--- src/hdd_pkg.sv ---
`default_nettype none

// Hard-disk side of the bridge
// Field widths below are sized for two units
package hdd_pkg;

	// Sector number as driven by the disk controller
	typedef logic [15:0] hdd_sector_t;

	// Request controller state
	// Idle waits for a pending request, busy runs the ack handshake
	typedef enum logic {
		HDD_IDLE = 1'b0,
		HDD_BUSY = 1'b1
	} hdd_state_e;

	// Request toward the router
	// rd and wr may both be set when both pulses were merged
	typedef struct packed {
		logic rd;
		logic wr;
		logic unit;
	} hdd_req_t;

	// Per-unit status bits seen by the machine
	// Bit i belongs to unit i
	typedef struct packed {
		logic [1:0] mounted;
		logic [1:0] protect;
	} hdd_status_t;

endpackage

`default_nettype wire

--- src/sd_block_pkg.sv ---
`default_nettype none

// Host side of the block-device interface
// One sector is 512 bytes, addressed by LBA per device index
package sd_block_pkg;

	// Sector address as the host sees it
	typedef logic [31:0] sd_lba_t;

	// One byte of the shared sector buffer
	typedef logic [7:0] sd_byte_t;

	// Byte offset inside a 512-byte sector
	typedef logic [8:0] sd_buff_addr_t;

	// Width of the image size reported on mount
	localparam int SD_IMG_SIZE_W = 64;

	// Request from the external floppy controller
	// rd and wr are levels that drop on the host acknowledge
	typedef struct packed {
		logic    rd;
		logic    wr;
		sd_lba_t lba;
	} woz_req_t;

endpackage

`default_nettype wire

--- src/block_device_bridge.sv ---
`timescale 1ns/10ps
`default_nettype none

// Bridge between the machine's disk hardware and the host block devices
// Disks on indices 0..NUM_HDD_UNITS-1, floppy next, one spare index last
module block_device_bridge
	import sd_block_pkg::*, hdd_pkg::*;
#(
	parameter int NUM_HDD_UNITS = 2
) (
	input  wire                               clk_sys,
	input  wire                               reset,
	// Machine side
	input  wire                               hdd_read,
	input  wire                               hdd_write,
	input  wire                               hdd_unit,
	input  wire hdd_sector_t                  hdd_sector,
	input  wire sd_byte_t                     hdd_ram_do,
	output wire                               cpu_wait,
	output wire                               hdd_ram_we,
	output hdd_status_t                       hdd_status,
	// Host side
	output sd_lba_t  [NUM_HDD_UNITS+1:0]      sd_lba,
	output wire      [NUM_HDD_UNITS+1:0]      sd_rd,
	output wire      [NUM_HDD_UNITS+1:0]      sd_wr,
	output sd_byte_t [NUM_HDD_UNITS+1:0]      sd_buff_din,
	input  wire      [NUM_HDD_UNITS+1:0]      sd_ack,
	input  wire                               sd_buff_wr,
	input  wire      [NUM_HDD_UNITS+1:0]      img_mounted,
	input  wire                               img_readonly,
	input  wire      [SD_IMG_SIZE_W-1:0]      img_size,
	// Floppy side
	input  wire woz_req_t                     woz_req,
	input  wire sd_byte_t                     woz_buff_din,
	output wire                               woz_ack,
	output wire                               woz_mounted
);

	// Active disk request and its acknowledge
	hdd_req_t hdd_req;
	wire      hdd_ack;

	hdd_request_fsm i_hdd_request_fsm (
		.clk_sys   (clk_sys),
		.reset     (reset),
		.hdd_read  (hdd_read),
		.hdd_write (hdd_write),
		.hdd_unit  (hdd_unit),
		.hdd_ack   (hdd_ack),
		.hdd_req   (hdd_req),
		.cpu_wait  (cpu_wait)
	);

	block_request_router #(.NUM_HDD_UNITS(NUM_HDD_UNITS)) i_block_request_router (
		.hdd_req      (hdd_req),
		.hdd_sector   (hdd_sector),
		.hdd_ram_do   (hdd_ram_do),
		.sd_buff_wr   (sd_buff_wr),
		.sd_ack       (sd_ack),
		.woz_req      (woz_req),
		.woz_buff_din (woz_buff_din),
		.sd_lba       (sd_lba),
		.sd_rd        (sd_rd),
		.sd_wr        (sd_wr),
		.sd_buff_din  (sd_buff_din),
		.hdd_ack      (hdd_ack),
		.hdd_ram_we   (hdd_ram_we),
		.woz_ack      (woz_ack)
	);

	// Spare index has no image to track
	image_mount_tracker #(.NUM_HDD_UNITS(NUM_HDD_UNITS)) i_image_mount_tracker (
		.clk_sys      (clk_sys),
		.reset        (reset),
		.img_mounted  (img_mounted[NUM_HDD_UNITS:0]),
		.img_readonly (img_readonly),
		.img_size     (img_size),
		.hdd_status   (hdd_status),
		.woz_mounted  (woz_mounted)
	);

endmodule

`default_nettype wire

--- src/block_request_router.sv ---
`timescale 1ns/10ps
`default_nettype none

// Steers hard-disk and floppy requests onto host device indices
// Indices 0..NUM_HDD_UNITS-1 are disks, then floppy, then an unused slot
module block_request_router
	import sd_block_pkg::*, hdd_pkg::*;
#(
	parameter int NUM_HDD_UNITS = 2
) (
	input  wire hdd_req_t                      hdd_req,
	input  wire hdd_sector_t                   hdd_sector,
	input  wire sd_byte_t                      hdd_ram_do,
	input  wire                                sd_buff_wr,
	input  wire [NUM_HDD_UNITS+1:0]            sd_ack,
	input  wire woz_req_t                      woz_req,
	input  wire sd_byte_t                      woz_buff_din,
	output sd_lba_t  [NUM_HDD_UNITS+1:0]       sd_lba,
	output logic     [NUM_HDD_UNITS+1:0]       sd_rd,
	output logic     [NUM_HDD_UNITS+1:0]       sd_wr,
	output sd_byte_t [NUM_HDD_UNITS+1:0]       sd_buff_din,
	output logic                               hdd_ack,
	output logic                               hdd_ram_we,
	output logic                               woz_ack
);

	// Floppy slot directly after the disks
	localparam int WOZ_IDX  = NUM_HDD_UNITS;
	localparam int LAST_IDX = NUM_HDD_UNITS + 1;

	always_comb begin
		sd_rd       = '0;
		sd_wr       = '0;
		sd_lba      = '0;
		sd_buff_din = '0;
		for (int i = 0; i < NUM_HDD_UNITS; i++) begin
			// Only the active unit sees the strobes
			sd_rd[i]       = hdd_req.rd & (hdd_req.unit == i);
			sd_wr[i]       = hdd_req.wr & (hdd_req.unit == i);
			// All disks share the sector and buffer, zero extended
			sd_lba[i]      = sd_lba_t'(hdd_sector);
			sd_buff_din[i] = hdd_ram_do;
		end
		// Floppy controller passes straight through
		sd_rd[WOZ_IDX]       = woz_req.rd;
		sd_wr[WOZ_IDX]       = woz_req.wr;
		sd_lba[WOZ_IDX]      = woz_req.lba;
		sd_buff_din[WOZ_IDX] = woz_buff_din;
		// Spare slot stays quiet
		sd_rd[LAST_IDX]       = 1'b0;
		sd_wr[LAST_IDX]       = 1'b0;
		sd_lba[LAST_IDX]      = '0;
		sd_buff_din[LAST_IDX] = '0;
	end

	// Ack of the unit being served
	assign hdd_ack    = sd_ack[hdd_req.unit];
	// Buffer writes count only while that unit is acknowledged
	assign hdd_ram_we = sd_buff_wr & hdd_ack;
	assign woz_ack    = sd_ack[WOZ_IDX];

	// At most one disk index requests at a time
	always_comb begin
		a_one_hdd_index: assert final ($onehot0(sd_rd[NUM_HDD_UNITS-1:0]
			| sd_wr[NUM_HDD_UNITS-1:0]))
			else $error("more than one disk index requesting");
	end

endmodule

`default_nettype wire

--- src/hdd_request_fsm.sv ---
`timescale 1ns/10ps
`default_nettype none

// Latches hard-disk read and write pulses and runs the host handshake
// Strobe rises from pending, falls on the ack rising edge
// Transaction ends on the ack falling edge
module hdd_request_fsm
	import hdd_pkg::*;
(
	input  wire      clk_sys,
	input  wire      reset,
	input  wire      hdd_read,
	input  wire      hdd_write,
	input  wire      hdd_unit,
	input  wire      hdd_ack,
	output hdd_req_t hdd_req,
	output logic     cpu_wait
);

	hdd_state_e state;

	// Pending latches for merged pulses
	logic rd_pending;
	logic wr_pending;

	// Strobes toward the router
	logic rd_strobe;
	logic wr_strobe;

	// Unit of the current or next transaction
	logic active_unit;

	// Previous ack for edge detection
	logic ack_d;

	logic pulse;
	logic any_pending;
	logic take;
	logic ack_rise;
	logic ack_fall;

	assign pulse       = hdd_read | hdd_write;
	assign any_pending = rd_pending | wr_pending;
	// Idle with something pending starts a transaction
	assign take        = (state == HDD_IDLE) & any_pending;
	assign ack_rise    = ~ack_d & hdd_ack;
	assign ack_fall    = ack_d & ~hdd_ack;

	always_ff @(posedge clk_sys) begin
		if (reset) begin
			state       <= HDD_IDLE;
			rd_pending  <= 1'b0;
			wr_pending  <= 1'b0;
			rd_strobe   <= 1'b0;
			wr_strobe   <= 1'b0;
			cpu_wait    <= 1'b0;
			active_unit <= 1'b0;
			ack_d       <= 1'b0;
		end else begin
			ack_d <= hdd_ack;

			// Pending is handed to the strobes when taken
			// Pulses during busy wait here for the next transaction
			if (take) begin
				rd_pending <= hdd_read;
				wr_pending <= hdd_write;
			end else begin
				rd_pending <= rd_pending | hdd_read;
				wr_pending <= wr_pending | hdd_write;
			end

			// Unit only follows a fresh pulse on an idle controller
			if (pulse && state == HDD_IDLE && !any_pending)
				active_unit <= hdd_unit;

			case (state)
				HDD_IDLE: begin
					if (any_pending) begin
						state     <= HDD_BUSY;
						rd_strobe <= rd_pending;
						wr_strobe <= wr_pending;
						cpu_wait  <= 1'b1;
					end
				end
				HDD_BUSY: begin
					// Host took the request
					if (ack_rise) begin
						rd_strobe <= 1'b0;
						wr_strobe <= 1'b0;
					end else if (ack_fall) begin
						// Sector moved, release the CPU
						state    <= HDD_IDLE;
						cpu_wait <= 1'b0;
					end
				end
				default: state <= HDD_IDLE;
			endcase
		end
	end

	assign hdd_req.rd   = rd_strobe;
	assign hdd_req.wr   = wr_strobe;
	assign hdd_req.unit = active_unit;

	// Host must raise ack before dropping it, else a strobe outlives the transaction
	a_no_req_when_idle: assert property (@(posedge clk_sys) disable iff (reset)
		(state == HDD_IDLE) |-> !(hdd_req.rd || hdd_req.wr))
		else $error("hdd request strobe high while idle");

	// CPU held exactly for the length of a transaction
	a_wait_matches_busy: assert property (@(posedge clk_sys) disable iff (reset)
		cpu_wait == (state == HDD_BUSY))
		else $error("cpu_wait out of step with controller state");

endmodule

`default_nettype wire

--- src/image_mount_tracker.sv ---
`timescale 1ns/10ps
`default_nettype none

// Tracks image mounts reported by the host
// Disk units update on every strobe, floppy only on a rising edge
module image_mount_tracker
	import sd_block_pkg::*, hdd_pkg::*;
#(
	parameter int NUM_HDD_UNITS = 2
) (
	input  wire                       clk_sys,
	input  wire                       reset,
	input  wire [NUM_HDD_UNITS:0]     img_mounted,
	input  wire                       img_readonly,
	input  wire [SD_IMG_SIZE_W-1:0]   img_size,
	output hdd_status_t               hdd_status,
	output logic                      woz_mounted
);

	localparam int WOZ_IDX = NUM_HDD_UNITS;

	// Empty image means eject
	logic image_present;
	// Floppy strobe one cycle back
	logic woz_strobe_d;
	logic woz_strobe_rise;

	assign image_present   = |img_size;
	assign woz_strobe_rise = img_mounted[WOZ_IDX] & ~woz_strobe_d;

	always_ff @(posedge clk_sys) begin
		if (reset) begin
			hdd_status   <= '0;
			woz_strobe_d <= 1'b0;
			woz_mounted  <= 1'b0;
		end else begin
			for (int i = 0; i < NUM_HDD_UNITS; i++) begin
				// Size and readonly are valid with the strobe
				if (img_mounted[i]) begin
					hdd_status.mounted[i] <= image_present;
					hdd_status.protect[i] <= img_readonly;
				end
			end

			woz_strobe_d <= img_mounted[WOZ_IDX];
			// A held strobe does not retrigger
			if (woz_strobe_rise)
				woz_mounted <= image_present;
		end
	end

endmodule

`default_nettype wire

--- config.mk ---
export PLATFORM = sky130hd
export DESIGN_NAME = block_device_bridge
export DESIGN_NICKNAME = d
export VERILOG_FILES = /design/src/hdd_pkg.sv /design/src/sd_block_pkg.sv /design/src/block_device_bridge.sv /design/src/block_request_router.sv /design/src/hdd_request_fsm.sv /design/src/image_mount_tracker.sv
export SDC_FILE = /design/constraint.sdc
export NUM_CORES = 1
export LEC_CHECK = 0
export BUFFER_PORTS_ARGS = -buffer_cell sky130_fd_sc_hd__buf_4
export CORE_AREA = 5 5 121 123
export DETAILED_ROUTE_END_ITERATION = 8
export DIE_AREA = 0 0 126 128
export PLACE_DENSITY = 0.58
export SLEW_MARGIN = 25
export SYNTH_ARGS = -nofsm -noshare
export SYNTH_HDL_FRONTEND = slang
export SYNTH_SLANG_ARGS = --single-unit
export TNS_END_PERCENT = 1
--- constraint.sdc ---
create_clock -name clk_sys -period 1.4 [get_ports clk_sys]
set_input_delay 0.07 -clock clk_sys [delete_from_list [all_inputs] [get_ports clk_sys]]
set_output_delay 0.07 -clock clk_sys [all_outputs]
set_load 0.005 [all_outputs]
# Yosys cells after proc, flatten, opt, wreduce, memory -nomap -nowiden
# Index checks and enable logic that the tools add are counted.
[totals]
out_inout_bits = 176
romBits = 0
input_bits = 145
ram_bits = 0
latchBits = 0
mem_count = 0
register_bits = 14
word_cells = 60
[classes]
n_addsub = 0
n_mul = 0
reduce_logical = 6
muxes = 17
eq_ne = 4
bitwise = 18
shifts = 0
div = 0
n_lt_le_gt_ge = 1
[ops]
columns = ["operator", "count"]
rows = [
  ["$reduce_or A64 Y1", 1],
  ["$mux W1", 13],
  ["$and A1 B1 Y1", 9],
  ["$pmux W1 S2", 4],
  ["$ne A2 B2 Y1 const B", 3],
  ["$not A1 Y1", 5],
  ["$or A1 B1 Y1", 4],
  ["$lt A1 B3 Y1 const B", 1],
  ["$reduce_and A3 Y1", 1],
  ["$logic_and A1 B1 Y1", 2],
  ["$ne A2 B1 Y1 const B", 1],
  ["$reduce_and A2 Y1", 1],
  ["$logic_not A1 Y1", 1],
]

# Logic depth before layout (Yosys ltp)
[logic_depth]
depth_word = 7
ltp_mapped = 5
mapped_depth_nobuf = 4

# Cells and area by module
# From an unflattened synthesis, not the netlist that was laid out.
[unflattened]
cells_unflattened = 244
area_unflattened_um2 = 1949.4
[modules_own_cells]
columns = ["mod", "instances", "area_each_um2", "seq_area_each_um2", "cells_per_inst"]
rows = [
  ["block_request_router", 1, 1298.7, 0.0, 172],
  ["image_mount_tracker", 1, 337.8, 120.1, 39],
  ["hdd_request_fsm", 1, 312.8, 160.2, 33],
]

# Least setup slack after synthesis
# Ideal clock, no wire load.
[synth_path]
kind = "reg-to-reg"
startpoint = "reg i_hdd_request_fsm.state"
endpoint = "reg i_hdd_request_fsm.active_unit"
required_ns = 1.272
setup_time_ns = 0.128
n_path_buf = 1
t_arrival_ns = 1.057
synth_period_minus_slack_ns = 1.184
slack_ns = 0.216
stages_incl_launch_ff = 6
path_cell_list = "dfxtp_1 > buf_2 > nor3_1 > o21ai_0 > mux2i_1 > nor2_1"
[synth_via]
elab_chain_cells = 3
[synth_rtl]
columns = ["item", "line_no", "rtl"]
rows = [
  ["start: declaration", "hdd_request_fsm.sv:20", "hdd_state_e state;"],
  ["start signal: assignment", "hdd_request_fsm.sv:51", "state <= HDD_IDLE;"],
  ["start signal: assignment", "hdd_request_fsm.sv:79", "state <= HDD_BUSY;"],
  ["start signal: assignment", "hdd_request_fsm.sv:92", "state <= HDD_IDLE;"],
  ["$not A1 Y1", "hdd_request_fsm.sv:73", "if (pulse && state == HDD_IDLE && !any_pending)"],
  ["$logic_and A1 B1 Y1 (2 in series)", "hdd_request_fsm.sv:73", ""],
  ["end signal: assignment", "hdd_request_fsm.sv:74", "active_unit <= hdd_unit;"],
  ["end: declaration", "hdd_request_fsm.sv:31", "logic active_unit;"],
]
# No other way between the ends.
# A chain may end at the register's enable or synchronous reset.

# Worst setup path in the final report
[layout_path]
startpoint = "reg i_hdd_request_fsm.active_unit"
endpoint = "out hdd_ram_we"
[layout_via]
elab_chain_cells = 3
[layout_rtl]
columns = ["item", "line_no", "rtl"]
rows = [
  ["$mux W1 (implied by the code) (2 in series)", "block_request_router.sv:57", "assign hdd_ack = sd_ack[hdd_req.unit];"],
  ["$and A1 B1 Y1", "block_request_router.sv:59", "assign hdd_ram_we = sd_buff_wr & hdd_ack;"],
  ["end: declaration", "block_device_bridge.sv:20", "output wire hdd_ram_we,"],
]
# No other way between the ends. The select of a mux whose other input is x is not followed.

==> results.json <==
{
  "outcome": "finished, final reports clean",
  "routedWlPerCell_microns": 12.65,
  "finish.cell_count_without_fillers": 422,
  "grt_use_total_pct": 5.695,
  "vias": 1268,
  "setup_viols_final": 0,
  "drt_first_iter_violations": 34,
  "initial_core_util_pct": 14.05,
  "pre_antenna_drt_iters": 4,
  "final_area_sq_um": 1926,
  "final_period_minus_worst_setup_slack_ps": 1269,
  "io_pins": 321,
  "clock.fmax_mhz": 788.0,
  "numPlacedInstances": 418,
  "ff_latch_area_sq_um": 281.5,
  "mappedNetlistArea_sq_um": 1904,
  "post_detail_place_hpwl_microns": 4770,
  "post-route-util_pct": 14.20,
  "power_density_nw_per_um2": 717.5,
  "sequential_area_share_after_synthesis_pct": 14.72,
  "global_route.overflow_total": 0,
  "clk_latency_worst_skew_pair_ps": 240,
  "max_cap_violations": 0,
  "floorplan.rows": 43,
  "ys_types": 19,
  "post_route_cells_drive_above_1_share_pct": 40.50,
  "ys_seq_elements": 14,
  "die-height_microns": 128,
  "maximum_number_of_pins_on_one_net_before_global_route_repair": 15,
  "power.static_leakage_nw": 0.9343,
  "critical_path_class": "reg2out",
  "design.die.area_sq_um": 16130,
  "area_growth_syn_to_layout_pct": 1.117,
  "finalClockSkew_ps": 3.373,
  "drt.antenna.violating_nets": 0,
  "timing_hold_violations_final": 0,
  "clock_tree.root_cell": "sky130_fd_sc_hd__clkbuf_16",
  "count_of_input_and_output_buffers": 86,
  "nets": 388,
  "yosys_warnings": 0,
  "min-delay-path-class": "in2reg",
  "gp_congestion": 0.7132,
  "path_clk_slew_ps": 50,
  "finalWirelength_microns": 5339,
  "first_pass_grt_wire_length_microns": 7038,
  "number_of_antenna_violations_at_the_first_check_in_global_routing": 0,
  "n_fill_cell": 1562,
  "detail_route.drc_violations": 0,
  "cp-end-kind": "primary output",
  "chipWidth_microns": 126,
  "worstPathRequired_ps": 1330,
  "synthesis.area_per_instance_sq_um": 7.869,
  "critical_path_arrival_ps": 1200,
  "tritoncts": "built",
  "total_power_mw": 1.382,
  "via_to_cell_ratio": 3.005,
  "first_global_vias": 1184,
  "cts_max_level": 1,
  "multi_input_area_sq_um": 654.4,
  "crit_path_max_fanout": 6,
  "dp_worst_setup_slack_ps": -25.48,
  "finalHoldWorstSlack_ps": 50.89,
  "final.setup.tns_ps": 0,
  "final_critical_path_setup_slack_ps": 131.0,
  "critical_path.startpoint_type": "flop",
  "core_area_sq_um": 13560,
  "clk_path_buf_depth": 2,
  "vdd_ir_drop_max_mv": 0.2574,
  "synthesis.instances": 242,
  "cts_buffers": 3,
  "cts_post_setup_buffers_inserted": 0,
  "final.period_utilization_pct": 90.64,
  "cts_num_sinks": 14,
  "final_slew_viol_count": 0,
  "num_antenna_cells": 0,
  "rsz0062_at_grt": "no",
  "postPlaceCellArea_sq_um": 1832
}
synthesized netlist by cell type, drive strengths merged:
| cell | count | share of area (%) |
|---|---|---|
| buf | 166 | 65 |
| nor4 | 17 | 6.2 |
| dfxtp | 14 | 15 |
| nor2 | 12 | 2.4 |
| nor2b | 5 | 1.6 |
| a21oi | 4 | 1.1 |
| mux2i | 4 | 2.1 |
| nand4 | 4 | 1.3 |
| a211oi | 3 | 1.2 |
| o21ai | 3 | 0.79 |
| a311oi | 2 | 0.92 |
| and2 | 2 | 0.66 |
| nand2b | 2 | 0.66 |
| clkbuf | 1 | 0.20 |
| conb | 1 | 0.20 |
| nor3 | 1 | 0.26 |
| o21a | 1 | 0.39 |
flip-flops by register name, summed over array words and instances (netlist names):
register                            cells
i_hdd_request_fsm.state                 1
i_hdd_request_fsm.rd_pending            1
i_image_mount_tracker.woz_strobe_d      1
i_hdd_request_fsm.cpu_wait              1
i_hdd_request_fsm.wr_pending            1
i_hdd_request_fsm.active_unit           1
i_image_mount_tracker.hdd_status        4
i_hdd_request_fsm.wr_strobe             1
i_hdd_request_fsm.ack_d                 1
i_hdd_request_fsm.rd_strobe             1
i_image_mount_tracker.woz_mounted       1
layer usage:
layer	wire [microns]	global-route usage [%]	vias to the layer above
met4	496	5.741	2
met3	1095	4.458	58
li1	-	-	553
met1	1472	4.849	506
met2	2225	7.981	149
met5	49	2.477	-
power breakdown:
part           switching, mW  internal (mW)
sequential            0.0188          0.429
combinational          0.143          0.200
clock                  0.158          0.432
final timing paths:
kind | start | end | slack [ps] | depth (start not counted)
worst max-delay path | i_hdd_request_fsm.active_unit$_SDFFE_PP0P_ | hdd_ram_we | 130 | 4
worst min-delay path | hdd_read | i_hdd_request_fsm.rd_pending$_SDFF_PP0_ | 50 | 3
worst max register to register | i_hdd_request_fsm.active_unit$_SDFFE_PP0P_ | i_hdd_request_fsm.wr_strobe$_SDFFE_PP0P_ | 330 | 4
worst min register to register | i_hdd_request_fsm.ack_d$_SDFF_PP0_ | i_hdd_request_fsm.state$_SDFF_PP0_ | 470 | 1
final cells by class:
class	count	area share (%)
timing repair buffer	90	35.09
sequential	14	14.62
clock buffer	4	4.613
tap	180	11.70
multi-input combinational	134	33.98
critical path: stages, from the launching register on:
cell                      delay (ps)
sky130_fd_sc_hd__dfxtp_2         380
sky130_fd_sc_hd__mux2i_2         250
sky130_fd_sc_hd__buf_4           160
sky130_fd_sc_hd__nor2b_1          40
sky130_fd_sc_hd__buf_4           130
kinds of logic after synthesis:
| logic type | share of synthesized area [%] |
|---|---|
| mux | 2.103 |
| flops | 14.72 |
| simple gates | 13.14 |
| other cells | 0.1969 |
| compound gates | 4.336 |
| buf+inv | 65.51 |
what timing repair did:
action | in CTS | in global routing
hold buffers | 0 | 0
resized for setup | 0 | 2
setup endpoints to repair | 0 | 1
cell usage in the layout (no fill, tap or decap), types with 3 or more instances in the layout:
cell                        count
sky130_fd_sc_hd__buf_4         90
sky130_fd_sc_hd__conb_1        74
sky130_fd_sc_hd__nor4_1        15
sky130_fd_sc_hd__dfxtp_1       13
sky130_fd_sc_hd__nor2_1        12
sky130_fd_sc_hd__nor2b_1        5
sky130_fd_sc_hd__nand4_1        4
sky130_fd_sc_hd__a21oi_1        4
sky130_fd_sc_hd__a211oi_1       3
sky130_fd_sc_hd__o21ai_0        3
sky130_fd_sc_hd__mux2i_1        3
sky130_fd_sc_hd__clkbuf_16      3
Note: power is estimated with default switching activity, not from simulation.
